===== src/reduction_pkg.sv =====
////////////////////////////////////////////////////////////////////////////
// Reduction offload definitions
// Operation codes, floating-point request encoding and wide data types
// shared by the offload engines and the tile top level
////////////////////////////////////////////////////////////////////////////

`default_nettype none

package reduction_pkg;

  // Reduction operation carried on both offload ports
  typedef enum logic [1:0] {
    red_add = 2'd0,
    red_mul = 2'd1,
    red_max = 2'd2,
    red_min = 2'd3
  } reduction_op_e;

  // Opcode toward the external FP unit
  typedef enum logic [1:0] {
    fpu_add    = 2'd0,
    fpu_mul    = 2'd1,
    fpu_minmax = 2'd2
  } fpu_op_e;

  // Rounding mode, also selects min or max for fpu_minmax
  typedef enum logic [2:0] {
    rnd_rne = 3'd0,
    rnd_rtz = 3'd1
  } fpu_rnd_e;

  // FP64 operands
  localparam int wide_width = 64;

  typedef logic [wide_width-1:0] wide_data_t;

  // Request to the FP unit, 197 bits
  typedef struct packed {
    fpu_op_e              op_code;
    fpu_rnd_e             rnd_mode;
    wide_data_t [2:0]     operands;
  } dca_req_t;

endpackage

`default_nettype wire


===== src/offload_if.sv =====
////////////////////////////////////////////////////////////////////////////
// Offload port bundle
// Request and response of one reduction offload port
////////////////////////////////////////////////////////////////////////////

`default_nettype none

interface offload_if #(
  parameter int data_width = 32
);

  reduction_pkg::reduction_op_e op;
  logic [data_width-1:0]        operand_a;
  logic [data_width-1:0]        operand_b;
  logic                         req_valid;
  logic                         req_ready;
  logic [data_width-1:0]        result;
  logic                         resp_valid;
  logic                         resp_ready;

  modport router (
    output op, operand_a, operand_b, req_valid, resp_ready,
    input  req_ready, result, resp_valid
  );

  modport engine (
    input  op, operand_a, operand_b, req_valid, resp_ready,
    output req_ready, result, resp_valid
  );

endinterface

`default_nettype wire


===== src/narrow_reduction_alu.sv =====
////////////////////////////////////////////////////////////////////////////
// Narrow reduction ALU
// Integer add, low product, signed max and signed min on the narrow
// offload port, result registered in a pipe stage
////////////////////////////////////////////////////////////////////////////

`default_nettype none

module narrow_reduction_alu #(
  parameter int narrow_width = 32
) (
  input  wire logic    clk_i,
  input  wire logic    arst_n_i,
  offload_if.engine    port
);

  typedef logic [narrow_width-1:0] narrow_data_t;

  narrow_data_t alu_result;
  logic         a_gt_b;

  assign a_gt_b = $signed(port.operand_a) > $signed(port.operand_b);

  always_comb begin
    case (port.op)
      reduction_pkg::red_add: begin
        alu_result = port.operand_a + port.operand_b;
      end
      // Only the low half of the product is kept
      reduction_pkg::red_mul: begin
        alu_result = port.operand_a * port.operand_b;
      end
      reduction_pkg::red_max: begin
        alu_result = a_gt_b ? port.operand_a : port.operand_b;
      end
      reduction_pkg::red_min: begin
        alu_result = a_gt_b ? port.operand_b : port.operand_a;
      end
      default: begin
        alu_result = '0;
      end
    endcase
  end

  ////////////////////////////////////////////////////////////////////////////
  // Result register
  ////////////////////////////////////////////////////////////////////////////

  pipe_stage #(
    .payload_t   (narrow_data_t)
  ) i_result_stage (
    .clk_i       (clk_i),
    .arst_n_i    (arst_n_i),
    .in_data_i   (alu_result),
    .in_valid_i  (port.req_valid),
    .in_ready_o  (port.req_ready),
    .out_data_o  (port.result),
    .out_valid_o (port.resp_valid),
    .out_ready_i (port.resp_ready)
  );

endmodule

`default_nettype wire


===== src/pipe_stage.sv =====
////////////////////////////////////////////////////////////////////////////
// Pipe stage
// One-entry valid/ready register, full throughput, generic payload
////////////////////////////////////////////////////////////////////////////

`default_nettype none

module pipe_stage #(
  parameter type payload_t = logic
) (
  input  wire logic clk_i,
  input  wire logic arst_n_i,
  input  payload_t  in_data_i,
  input  wire logic in_valid_i,
  output logic      in_ready_o,
  output payload_t  out_data_o,
  output logic      out_valid_o,
  input  wire logic out_ready_i
);

  payload_t data_q;
  logic     valid_q;

  // Accept when empty or when the held entry leaves this cycle
  assign in_ready_o = ~valid_q | out_ready_i;

  always_ff @(posedge clk_i or negedge arst_n_i) begin
    if (!arst_n_i) begin
      valid_q <= 1'b0;
    end else if (in_ready_o) begin
      valid_q <= in_valid_i;
    end
  end

  // Payload only moves on an accepted input
  always_ff @(posedge clk_i) begin
    if (in_valid_i && in_ready_o) begin
      data_q <= in_data_i;
    end
  end

  assign out_data_o  = data_q;
  assign out_valid_o = valid_q;

endmodule

`default_nettype wire


===== src/reduction_offload_tile.sv =====
////////////////////////////////////////////////////////////////////////////
// Reduction offload tile
// Narrow port served by a local integer ALU, wide port recoded onto
// an external FP64 unit through the DCA port
////////////////////////////////////////////////////////////////////////////

`default_nettype none

module reduction_offload_tile #(
  parameter int narrow_width = 32
) (
  input  wire logic                      clk_i,
  input  wire logic                      arst_n_i,
  // Narrow offload port
  input  reduction_pkg::reduction_op_e   narrow_op_i,
  input  wire logic [narrow_width-1:0]   narrow_a_i,
  input  wire logic [narrow_width-1:0]   narrow_b_i,
  input  wire logic                      narrow_req_valid_i,
  output logic                           narrow_req_ready_o,
  output logic [narrow_width-1:0]        narrow_result_o,
  output logic                           narrow_resp_valid_o,
  input  wire logic                      narrow_resp_ready_i,
  // Wide offload port
  input  reduction_pkg::reduction_op_e   wide_op_i,
  input  reduction_pkg::wide_data_t      wide_a_i,
  input  reduction_pkg::wide_data_t      wide_b_i,
  input  wire logic                      wide_req_valid_i,
  output logic                           wide_req_ready_o,
  output reduction_pkg::wide_data_t      wide_result_o,
  output logic                           wide_resp_valid_o,
  input  wire logic                      wide_resp_ready_i,
  // External FP unit
  output reduction_pkg::fpu_op_e         dca_op_code_o,
  output reduction_pkg::fpu_rnd_e        dca_rnd_mode_o,
  output reduction_pkg::wide_data_t      dca_operand0_o,
  output reduction_pkg::wide_data_t      dca_operand1_o,
  output reduction_pkg::wide_data_t      dca_operand2_o,
  output logic                           dca_req_valid_o,
  input  wire logic                      dca_req_ready_i,
  input  reduction_pkg::wide_data_t      dca_result_i,
  input  wire logic                      dca_resp_valid_i,
  output logic                           dca_resp_ready_o
);

  offload_if #(.data_width(narrow_width))              narrow_port ();
  offload_if #(.data_width(reduction_pkg::wide_width)) wide_port ();

  reduction_pkg::dca_req_t dca_req;

  ////////////////////////////////////////////////////////////////////////////
  // Narrow path
  ////////////////////////////////////////////////////////////////////////////

  assign narrow_port.op         = narrow_op_i;
  assign narrow_port.operand_a  = narrow_a_i;
  assign narrow_port.operand_b  = narrow_b_i;
  assign narrow_port.req_valid  = narrow_req_valid_i;
  assign narrow_port.resp_ready = narrow_resp_ready_i;
  assign narrow_req_ready_o     = narrow_port.req_ready;
  assign narrow_result_o        = narrow_port.result;
  assign narrow_resp_valid_o    = narrow_port.resp_valid;

  narrow_reduction_alu #(
    .narrow_width (narrow_width)
  ) i_narrow_alu (
    .clk_i        (clk_i),
    .arst_n_i     (arst_n_i),
    .port         (narrow_port.engine)
  );

  ////////////////////////////////////////////////////////////////////////////
  // Wide path
  ////////////////////////////////////////////////////////////////////////////

  assign wide_port.op         = wide_op_i;
  assign wide_port.operand_a  = wide_a_i;
  assign wide_port.operand_b  = wide_b_i;
  assign wide_port.req_valid  = wide_req_valid_i;
  assign wide_port.resp_ready = wide_resp_ready_i;
  assign wide_req_ready_o     = wide_port.req_ready;
  assign wide_result_o        = wide_port.result;
  assign wide_resp_valid_o    = wide_port.resp_valid;

  wide_dca_encoder i_wide_encoder (
    .clk_i            (clk_i),
    .arst_n_i         (arst_n_i),
    .port             (wide_port.engine),
    .dca_req_o        (dca_req),
    .dca_req_valid_o  (dca_req_valid_o),
    .dca_req_ready_i  (dca_req_ready_i),
    .dca_result_i     (dca_result_i),
    .dca_resp_valid_i (dca_resp_valid_i),
    .dca_resp_ready_o (dca_resp_ready_o)
  );

  // Flatten the request struct onto the DCA pins
  assign dca_op_code_o  = dca_req.op_code;
  assign dca_rnd_mode_o = dca_req.rnd_mode;
  assign dca_operand0_o = dca_req.operands[0];
  assign dca_operand1_o = dca_req.operands[1];
  assign dca_operand2_o = dca_req.operands[2];

endmodule

`default_nettype wire


===== src/wide_dca_encoder.sv =====
////////////////////////////////////////////////////////////////////////////
// Wide DCA encoder
// Recodes wide reduction requests into registered FP64 unit requests
// and hands the unit's responses back to the wide port
////////////////////////////////////////////////////////////////////////////

`default_nettype none

module wide_dca_encoder (
  input  wire logic                        clk_i,
  input  wire logic                        arst_n_i,
  offload_if.engine                        port,
  output reduction_pkg::dca_req_t          dca_req_o,
  output logic                             dca_req_valid_o,
  input  wire logic                        dca_req_ready_i,
  input  reduction_pkg::wide_data_t        dca_result_i,
  input  wire logic                        dca_resp_valid_i,
  output logic                             dca_resp_ready_o
);

  reduction_pkg::dca_req_t req_enc;

  always_comb begin
    req_enc             = '0;
    req_enc.op_code     = reduction_pkg::fpu_add;
    req_enc.rnd_mode    = reduction_pkg::rnd_rne;
    req_enc.operands[0] = port.operand_a;
    req_enc.operands[1] = port.operand_b;
    case (port.op)
      // Add uses operands 1 and 2 of the FMA datapath
      reduction_pkg::red_add: begin
        req_enc.operands[0] = '0;
        req_enc.operands[1] = port.operand_a;
        req_enc.operands[2] = port.operand_b;
      end
      reduction_pkg::red_mul: begin
        req_enc.op_code = reduction_pkg::fpu_mul;
      end
      reduction_pkg::red_max: begin
        req_enc.op_code = reduction_pkg::fpu_minmax;
      end
      // RTZ selects min on the minmax unit
      reduction_pkg::red_min: begin
        req_enc.op_code  = reduction_pkg::fpu_minmax;
        req_enc.rnd_mode = reduction_pkg::rnd_rtz;
      end
      default: begin
        req_enc.operands = '0;
      end
    endcase
  end

  pipe_stage #(
    .payload_t   (reduction_pkg::dca_req_t)
  ) i_req_stage (
    .clk_i       (clk_i),
    .arst_n_i    (arst_n_i),
    .in_data_i   (req_enc),
    .in_valid_i  (port.req_valid),
    .in_ready_o  (port.req_ready),
    .out_data_o  (dca_req_o),
    .out_valid_o (dca_req_valid_o),
    .out_ready_i (dca_req_ready_i)
  );

  // Responses come back in order and pass straight through
  assign port.result      = dca_result_i;
  assign port.resp_valid  = dca_resp_valid_i;
  assign dca_resp_ready_o = port.resp_ready;

endmodule

`default_nettype wire

===== config.mk =====
export PLATFORM = sky130hd
export DESIGN_NAME = reduction_offload_tile
export DESIGN_NICKNAME = d
export VERILOG_FILES = /design/src/reduction_pkg.sv /design/src/offload_if.sv /design/src/narrow_reduction_alu.sv /design/src/pipe_stage.sv /design/src/reduction_offload_tile.sv /design/src/wide_dca_encoder.sv
export SDC_FILE = /design/constraint.sdc
export NUM_CORES = 2
export LEC_CHECK = 0
export ABC_AREA = 1
export BUFFER_PORTS_ARGS = -buffer_cell sky130_fd_sc_hd__buf_4
export CAP_MARGIN = 10
export CORE_UTILIZATION = 58
export DETAILED_ROUTE_END_ITERATION = 8
export GPL_TIMING_DRIVEN = 0
export MAX_ROUTING_LAYER = met4
export PLACE_DENSITY_LB_ADDON = 0.12
export SETUP_SLACK_MARGIN = 0.2
export SLEW_MARGIN = 20
export SYNTH_ARGS = -nofsm -noshare
export SYNTH_HDL_FRONTEND = slang
export SYNTH_SLANG_ARGS = --single-unit

===== constraint.sdc =====
create_clock -name clk_i -period 14.5 [get_ports clk_i]
set_input_delay 4.35 -clock clk_i [delete_from_list [all_inputs] [get_ports clk_i]]
set_output_delay 4.35 -clock clk_i [all_outputs]
set_load 0.005 [all_outputs]

Word-level counts from Yosys, hierarchy flattened
Cells that the tools add are included.
- flip-flop bits (word level): 231
- input port bits: 268
- output and inout bits: 299
- word-level logic and storage cells: 32
- add/subtract/negate cells: 1
- multipliers: 1
- order comparisons: 1
- equality and inequality tests: 6
- mux-type cells: 6
- bitwise gates (word level): 4
- reductions and logical operators: 5
- operators by type and width (kind ; count):
    $mux 128 ; 1
    $pmux 32 s4 ; 1
    $mux 32 ; 2
    $add 32x32->32 ; 1
    $gt 32x32->1 ; 1
    $mul 32x32->32 ; 1
    $eq 2x2->1 const B ; 4
    $eq 2x1->1 const B ; 2
    $logic_not 2->1 ; 2
    $pmux 2 s2 ; 1
    $logic_and 1x1->1 ; 2
    $not 1->1 ; 2
    $or 1x1->1 ; 2
    $reduce_or 2->1 ; 1
    $mux 1 ; 1

Logic depth before layout (Yosys ltp)
- depth after elaboration: 3
- mapped depth: 34
- depth with buffers taken out: 32

Hierarchy
From an unflattened synthesis, not the netlist that was laid out.
- cell total of the unflattened synthesis: 3909
- area total of the unflattened synthesis: 30605.6 µm²
- modules (own cells, without submodules) (module ; times used ; cells each ; area each (µm²) ; sequential area each (µm²)):
    narrow_reduction_alu ; 1 ; 3112 ; 21064.0 ; 0.0
    pipe_stage (i_wide_encoder.i_req_stage) ; 1 ; 203 ; 5960.7 ; 5940.7
    wide_dca_encoder ; 1 ; 556 ; 2575.0 ; 0.0
    pipe_stage (i_narrow_alu.i_result_stage) ; 1 ; 38 ; 1006.0 ; 985.9

Worst setup path before layout
Ideal clock, no wire load.
- path kind: input-to-reg
- from: input wide_req_valid_i
- to: register i_wide_encoder.i_req_stage.data_q (netlist bit i_wide_encoder.i_req_stage.out_data_o[0]), enable pin
- setup time: 0.814 ns
- data arrival time: 13.755 ns
- required time: 13.686 ns
- setup slack: -0.069 ns
- stages: 2
- buffers on the path: 0
- cell sequence: inv_1 a21oi_1
- word-level cells in the longest chain between the ends: 1
- RTL lines (item ; RTL line ; text):
    start: declaration ; reduction_offload_tile.sv:27 ; input wire logic wide_req_valid_i,
    $logic_and 1x1->1 ; pipe_stage.sv:37 ; if (in_valid_i && in_ready_o) begin
    end signal: assignment ; pipe_stage.sv:38 ; data_q <= in_data_i;
    end: declaration ; pipe_stage.sv:21 ; payload_t data_q;
Every way passes these cells.
A chain may end at the register's enable or synchronous reset.

Final worst setup path
- from: input narrow_a_i[12]
- to: register i_narrow_alu.i_result_stage.data_q (netlist bit i_narrow_alu.i_result_stage.out_data_o[28]), data pin
- word-level cells in the longest chain between the ends: 3
- elaborated cells on any way between the ends: 6
- classes of those cells: 1 x add/sub; 1 x mul; 1 x order compare; 3 x mux
- RTL lines (item ; RTL line ; text):
    start: declaration ; reduction_offload_tile.sv:16 ; input wire logic [narrow_width-1:0] narrow_a_i,
    parallel branches: the longest is 2 deep, another holds $mul 32x32->32 ; -- ;
    $pmux 32 s4 * ; narrow_reduction_alu.sv:25 ; case (port.op)
    named net i_narrow_alu.alu_result[28] ; narrow_reduction_alu.sv:19 ; narrow_data_t alu_result;
    end signal: assignment ; pipe_stage.sv:38 ;
    end: declaration ; pipe_stage.sv:21 ;
Mark *: on every way through the listed nets, which the timed path passes.

==> results.md <==
* Number of detailed-routing iterations run before antenna repair at 6
* Number of buffers inserted for hold repair after clock tree synthesis at 0
* Worst Setup End Kind: register
* Crit Path Class: in -> reg
* Routed Wire Length at 116000 um
* Mean instance size in the synthesized netlist at 7.94 sq um
* Global route total overflow at 0
* Actual slew at the worst max-slew pin at 1.24 ns
* Unrepaired setup endpoints after global routing: no
* Sort of element at the start of the critical path: input port
* Post-DR vias/cell at 5.55
* Clock skew after layout at 0.0377 ns
* Path type of the worst min-delay path: reg -> reg
* Vias in the first global route at 27861
* Endpoint of the worst hold path: i_narrow_alu.i_result_stage.out_valid_o$_DFFE_PN0N_
* Max-capacitance violation count at 0
* Chain of cells forming the critical path: buf_4 -> clkbuf_1 -> clkbuf_1 -> nand2_1 -> fa_1 -> fa_1 -> inv_1 -> fa_1 -> inv_1 -> fa_1 -> inv_1 -> fa_1 -> fa_1 -> fa_1 -> fa_1 -> ha_1 -> nand2_1 -> o21ai_0 -> a211oi_1 -> o211ai_1 -> o21ai_0 -> nand4_1
* Fin crit share at 89.5%
* Clock buffers created by TritonCTS at 25
* Wire length of the first global-routing pass at 170000 um
* P&R area growth vs syn at 18.9%
* Count of boundary I/O pins at 567
* Cell family with the largest share of critical-path delay: adder cells
* Site Rows at 82
* Most common cell type on the critical path: fa_1
* Maximum net fanout on the critical path at 10
* Placed wire-length estimate at 93500 um
* Shortest period the worst path allows at 12.98 ns
* Instance count along the most critical hold path at 2
* Count of nets after finishing at 5176
* Number of cells on the worst reg-to-reg path at 6
* Reg-to-reg setup timing slack at 12.48 ns
* Overall via count from detail_route at 27862
* Critical path buffer and inverter count at 6
* Sink count of the clock tree at 229
* Slowest stage delay, CP at 0.76 ns
* Global router's overall resource usage at 45.3%
* Post-CTS clock slew at the launch and capture registers of the worst setup and hold paths at 0.06 ns
* Core area at 0.0506 sq mm
* Run status: completed
* CTS tree: done
* Final slew viol count at 0
* Total die area at 0.0526 sq mm
* Yosys top cell by area: fa_1
* Initial cell density of the core at 59.3%
* Initial antenna violation count at 13
* Final-report setup violation count at 0
* Max Clock Freq at 77.0 MHz
* Proportion of layout cells with a drive suffix above 1 at 14.9%
* Accumulated negative setup slack at 0 ns
* Cell area after synthesis at 0.0300 sq mm
* Synth Instances at 3777
* Clock insertion delay at the later pin of the skew report at 0.58 ns
* Final-report hold violation count at 0
* Start point of the worst hold path: i_narrow_alu.i_result_stage.out_valid_o$_DFFE_PN0N_
* Commonest register cell after synthesis: edfxtp_1
* H-tree lvl count at 1
* Routed Antenna Nets at 0
* Setup repair bufs after CTS at 0
* Final GP Congestion at 1.09
* Post-synth top area share at 27.3%
* Y dimension of the die at 229 um
* Number of buffers on the longest clock path at 3
* Cell with the largest stage delay on the worst path: clkbuf_1
* Max transition margin at 17.1%
* Clock Tree Root: clkbuf_16
* Count of warnings emitted by yosys at 0
* Worst r2r src: i_wide_encoder.i_req_stage.out_valid_o$_DFFE_PN0N_
* Number of gates resized after cts at 0
* Initial DRC Count at 2942
* Arrival time of data at the critical path endpoint at 13.23 ns
* Die X at 229 um
* Maximum number of pins on one net before global-route repair at 27
* Terminus of the critical flop-to-flop path: i_wide_encoder.i_req_stage.out_data_o[131]$_SDFFCE_PN0P_
* Number of distinct library cell variants in the gate-level netlist after synthesis at 40
* Residual DRC count at 0
* Number of flops mapped to enable cells by yosys at 227
* Leading cell types by total area after synthesis: fa_1 27%, edfxtp_1 23%, inv_1 13%
* FF+latch count, synth at 229
* Per-cell routed wire length at 23.1 um
* Proportion of synthesized chip area in sequential cells at 22.9%
* Endpoint required time on the critical path at 14.75 ns
* Port Buffer Count at 498
* Share of async-settable or async-resettable flops after synthesis at 0.873%
[how the worst max path moves through the flow]
stage	from	slack, ns	cells after the start	to
final	narrow_a_i[12]	1.52	22	i_narrow_alu.i_result_stage.out_data_o[28]$_DFFE_PP_
after global routing	narrow_a_i[12]	1.64	22	i_narrow_alu.i_result_stage.out_data_o[28]$_DFFE_PP_
after CTS	narrow_a_i[12]	1.89	22	i_narrow_alu.i_result_stage.out_data_o[28]$_DFFE_PP_
after detailed placement	narrow_a_i[12]	1.38	22	i_narrow_alu.i_result_stage.out_data_o[28]$_DFFE_PP_
after global placement	narrow_a_i[4]	1.35	22	i_narrow_alu.i_result_stage.out_data_o[28]$_DFFE_PP_
after floorplan	narrow_a_i[12]	3.82	26	i_narrow_alu.i_result_stage.out_data_o[31]$_DFFE_PP_
[cells by family after synthesis]
family	after synthesis	share of synthesized area [%]
buf+inv	1262	16.8
xor+xnor	42	1.23
simple gates	1329	17.8
flops	229	22.9
compound gates	319	6.21
fa+ha+maj	595	35.0
other cells	1	0.0125
[flip-flops by register name, summed over array words and instances, names as in the netlist]
register                                 cells
i_narrow_alu.i_result_stage.out_valid_o      1
i_narrow_alu.i_result_stage.out_data_o      32
i_wide_encoder.i_req_stage.out_valid_o       1
i_wide_encoder.i_req_stage.out_data_o      195
[per-layer routing]
layer  track usage [%]  up-vias  share of wire, %
met4              32.3        0               8.8
met5                 -        -                 0
met3              11.4      542                11
met2              71.8     1938                47
li1                  -    12241                 -
met1              49.7    13141                33
[tightest hold or removal path: stages (launching register included)]
cell	delay, ns
dfrtp_1	0.42
nand2_1	0.09
nand2_1	0.06
[layout by cell type, fill, tap and decap left out, types with 3 or more instances in the layout]
cell type     n
o21ai_0     125
ha_1        186
buf_1        17
o21bai_1     13
clkbuf_16    25
fa_1        409
a211oi_1      3
o21ai_1       5
nor3_1       20
clkbuf_1    139
nand3_1     101
inv_1      1025
clkinv_1      6
clkbuf_2      3
a21boi_0     12
nor2_1      202
o211ai_1     60
nand2_1     939
a21o_1       10
xnor2_1      13
xor2_1       29
buf_16       10
inv_6         3
or2_2         8
edfxtp_1    227
inv_2         3
nor4_1        5
buf_6         5
nand4_1      44
nand3b_1      4
buf_2        10
diode_2      13
buf_4       566
a21oi_1      81
a31oi_1       4
[synth_stat cells, types with 8 or more instances]
cell type,number
buf_1,18
edfxtp_1,227
nand2_1,939
a21boi_0,12
inv_1,1025
or2_2,8
o21ai_0,125
buf_4,68
clkbuf_1,133
a21o_1,10
a21oi_1,83
nor3_1,20
nor2_1,202
buf_2,9
nand4_1,44
fa_1,409
o211ai_1,60
xnor2_1,13
nand3_1,101
xor2_1,29
ha_1,186
o21bai_1,13
[cell type report]
class | instances | area (sq um)
plain buffers | 233 | 1180
inverters | 1029 | 3860
fillers | 4008 | 14900
clock buffers | 34 | 659
diodes | 13 | 32.5
well taps | 672 | 841
flip-flops and latches | 229 | 6870
repair buffers | 508 | 4010
multi-input cells | 2287 | 18100
clock inverters | 11 | 78.8
[metrics by stage]
stage | utilization (%) | setup WS, ns | std cells | instance area, sq um | hold WS [ns]
after floorplan | - | 3.82 | 3778 | 30000 | 0.528
after global placement | 68.4 | 1.35 | 4948 | 34600 | 0.508
after detailed placement | 69.0 | 1.38 | 4958 | 34900 | 0.587
after CTS | 70.4 | 1.89 | 5003 | 35600 | 0.599
after global routing | 70.5 | 1.64 | 5016 | 35700 | 0.655
final | 70.5 | 1.52 | 5016 | 35700 | 0.609
Power is left out: the tool's default activity adds up to more than one toggle a clock period on the data nets, which glitch-free logic cannot reach.
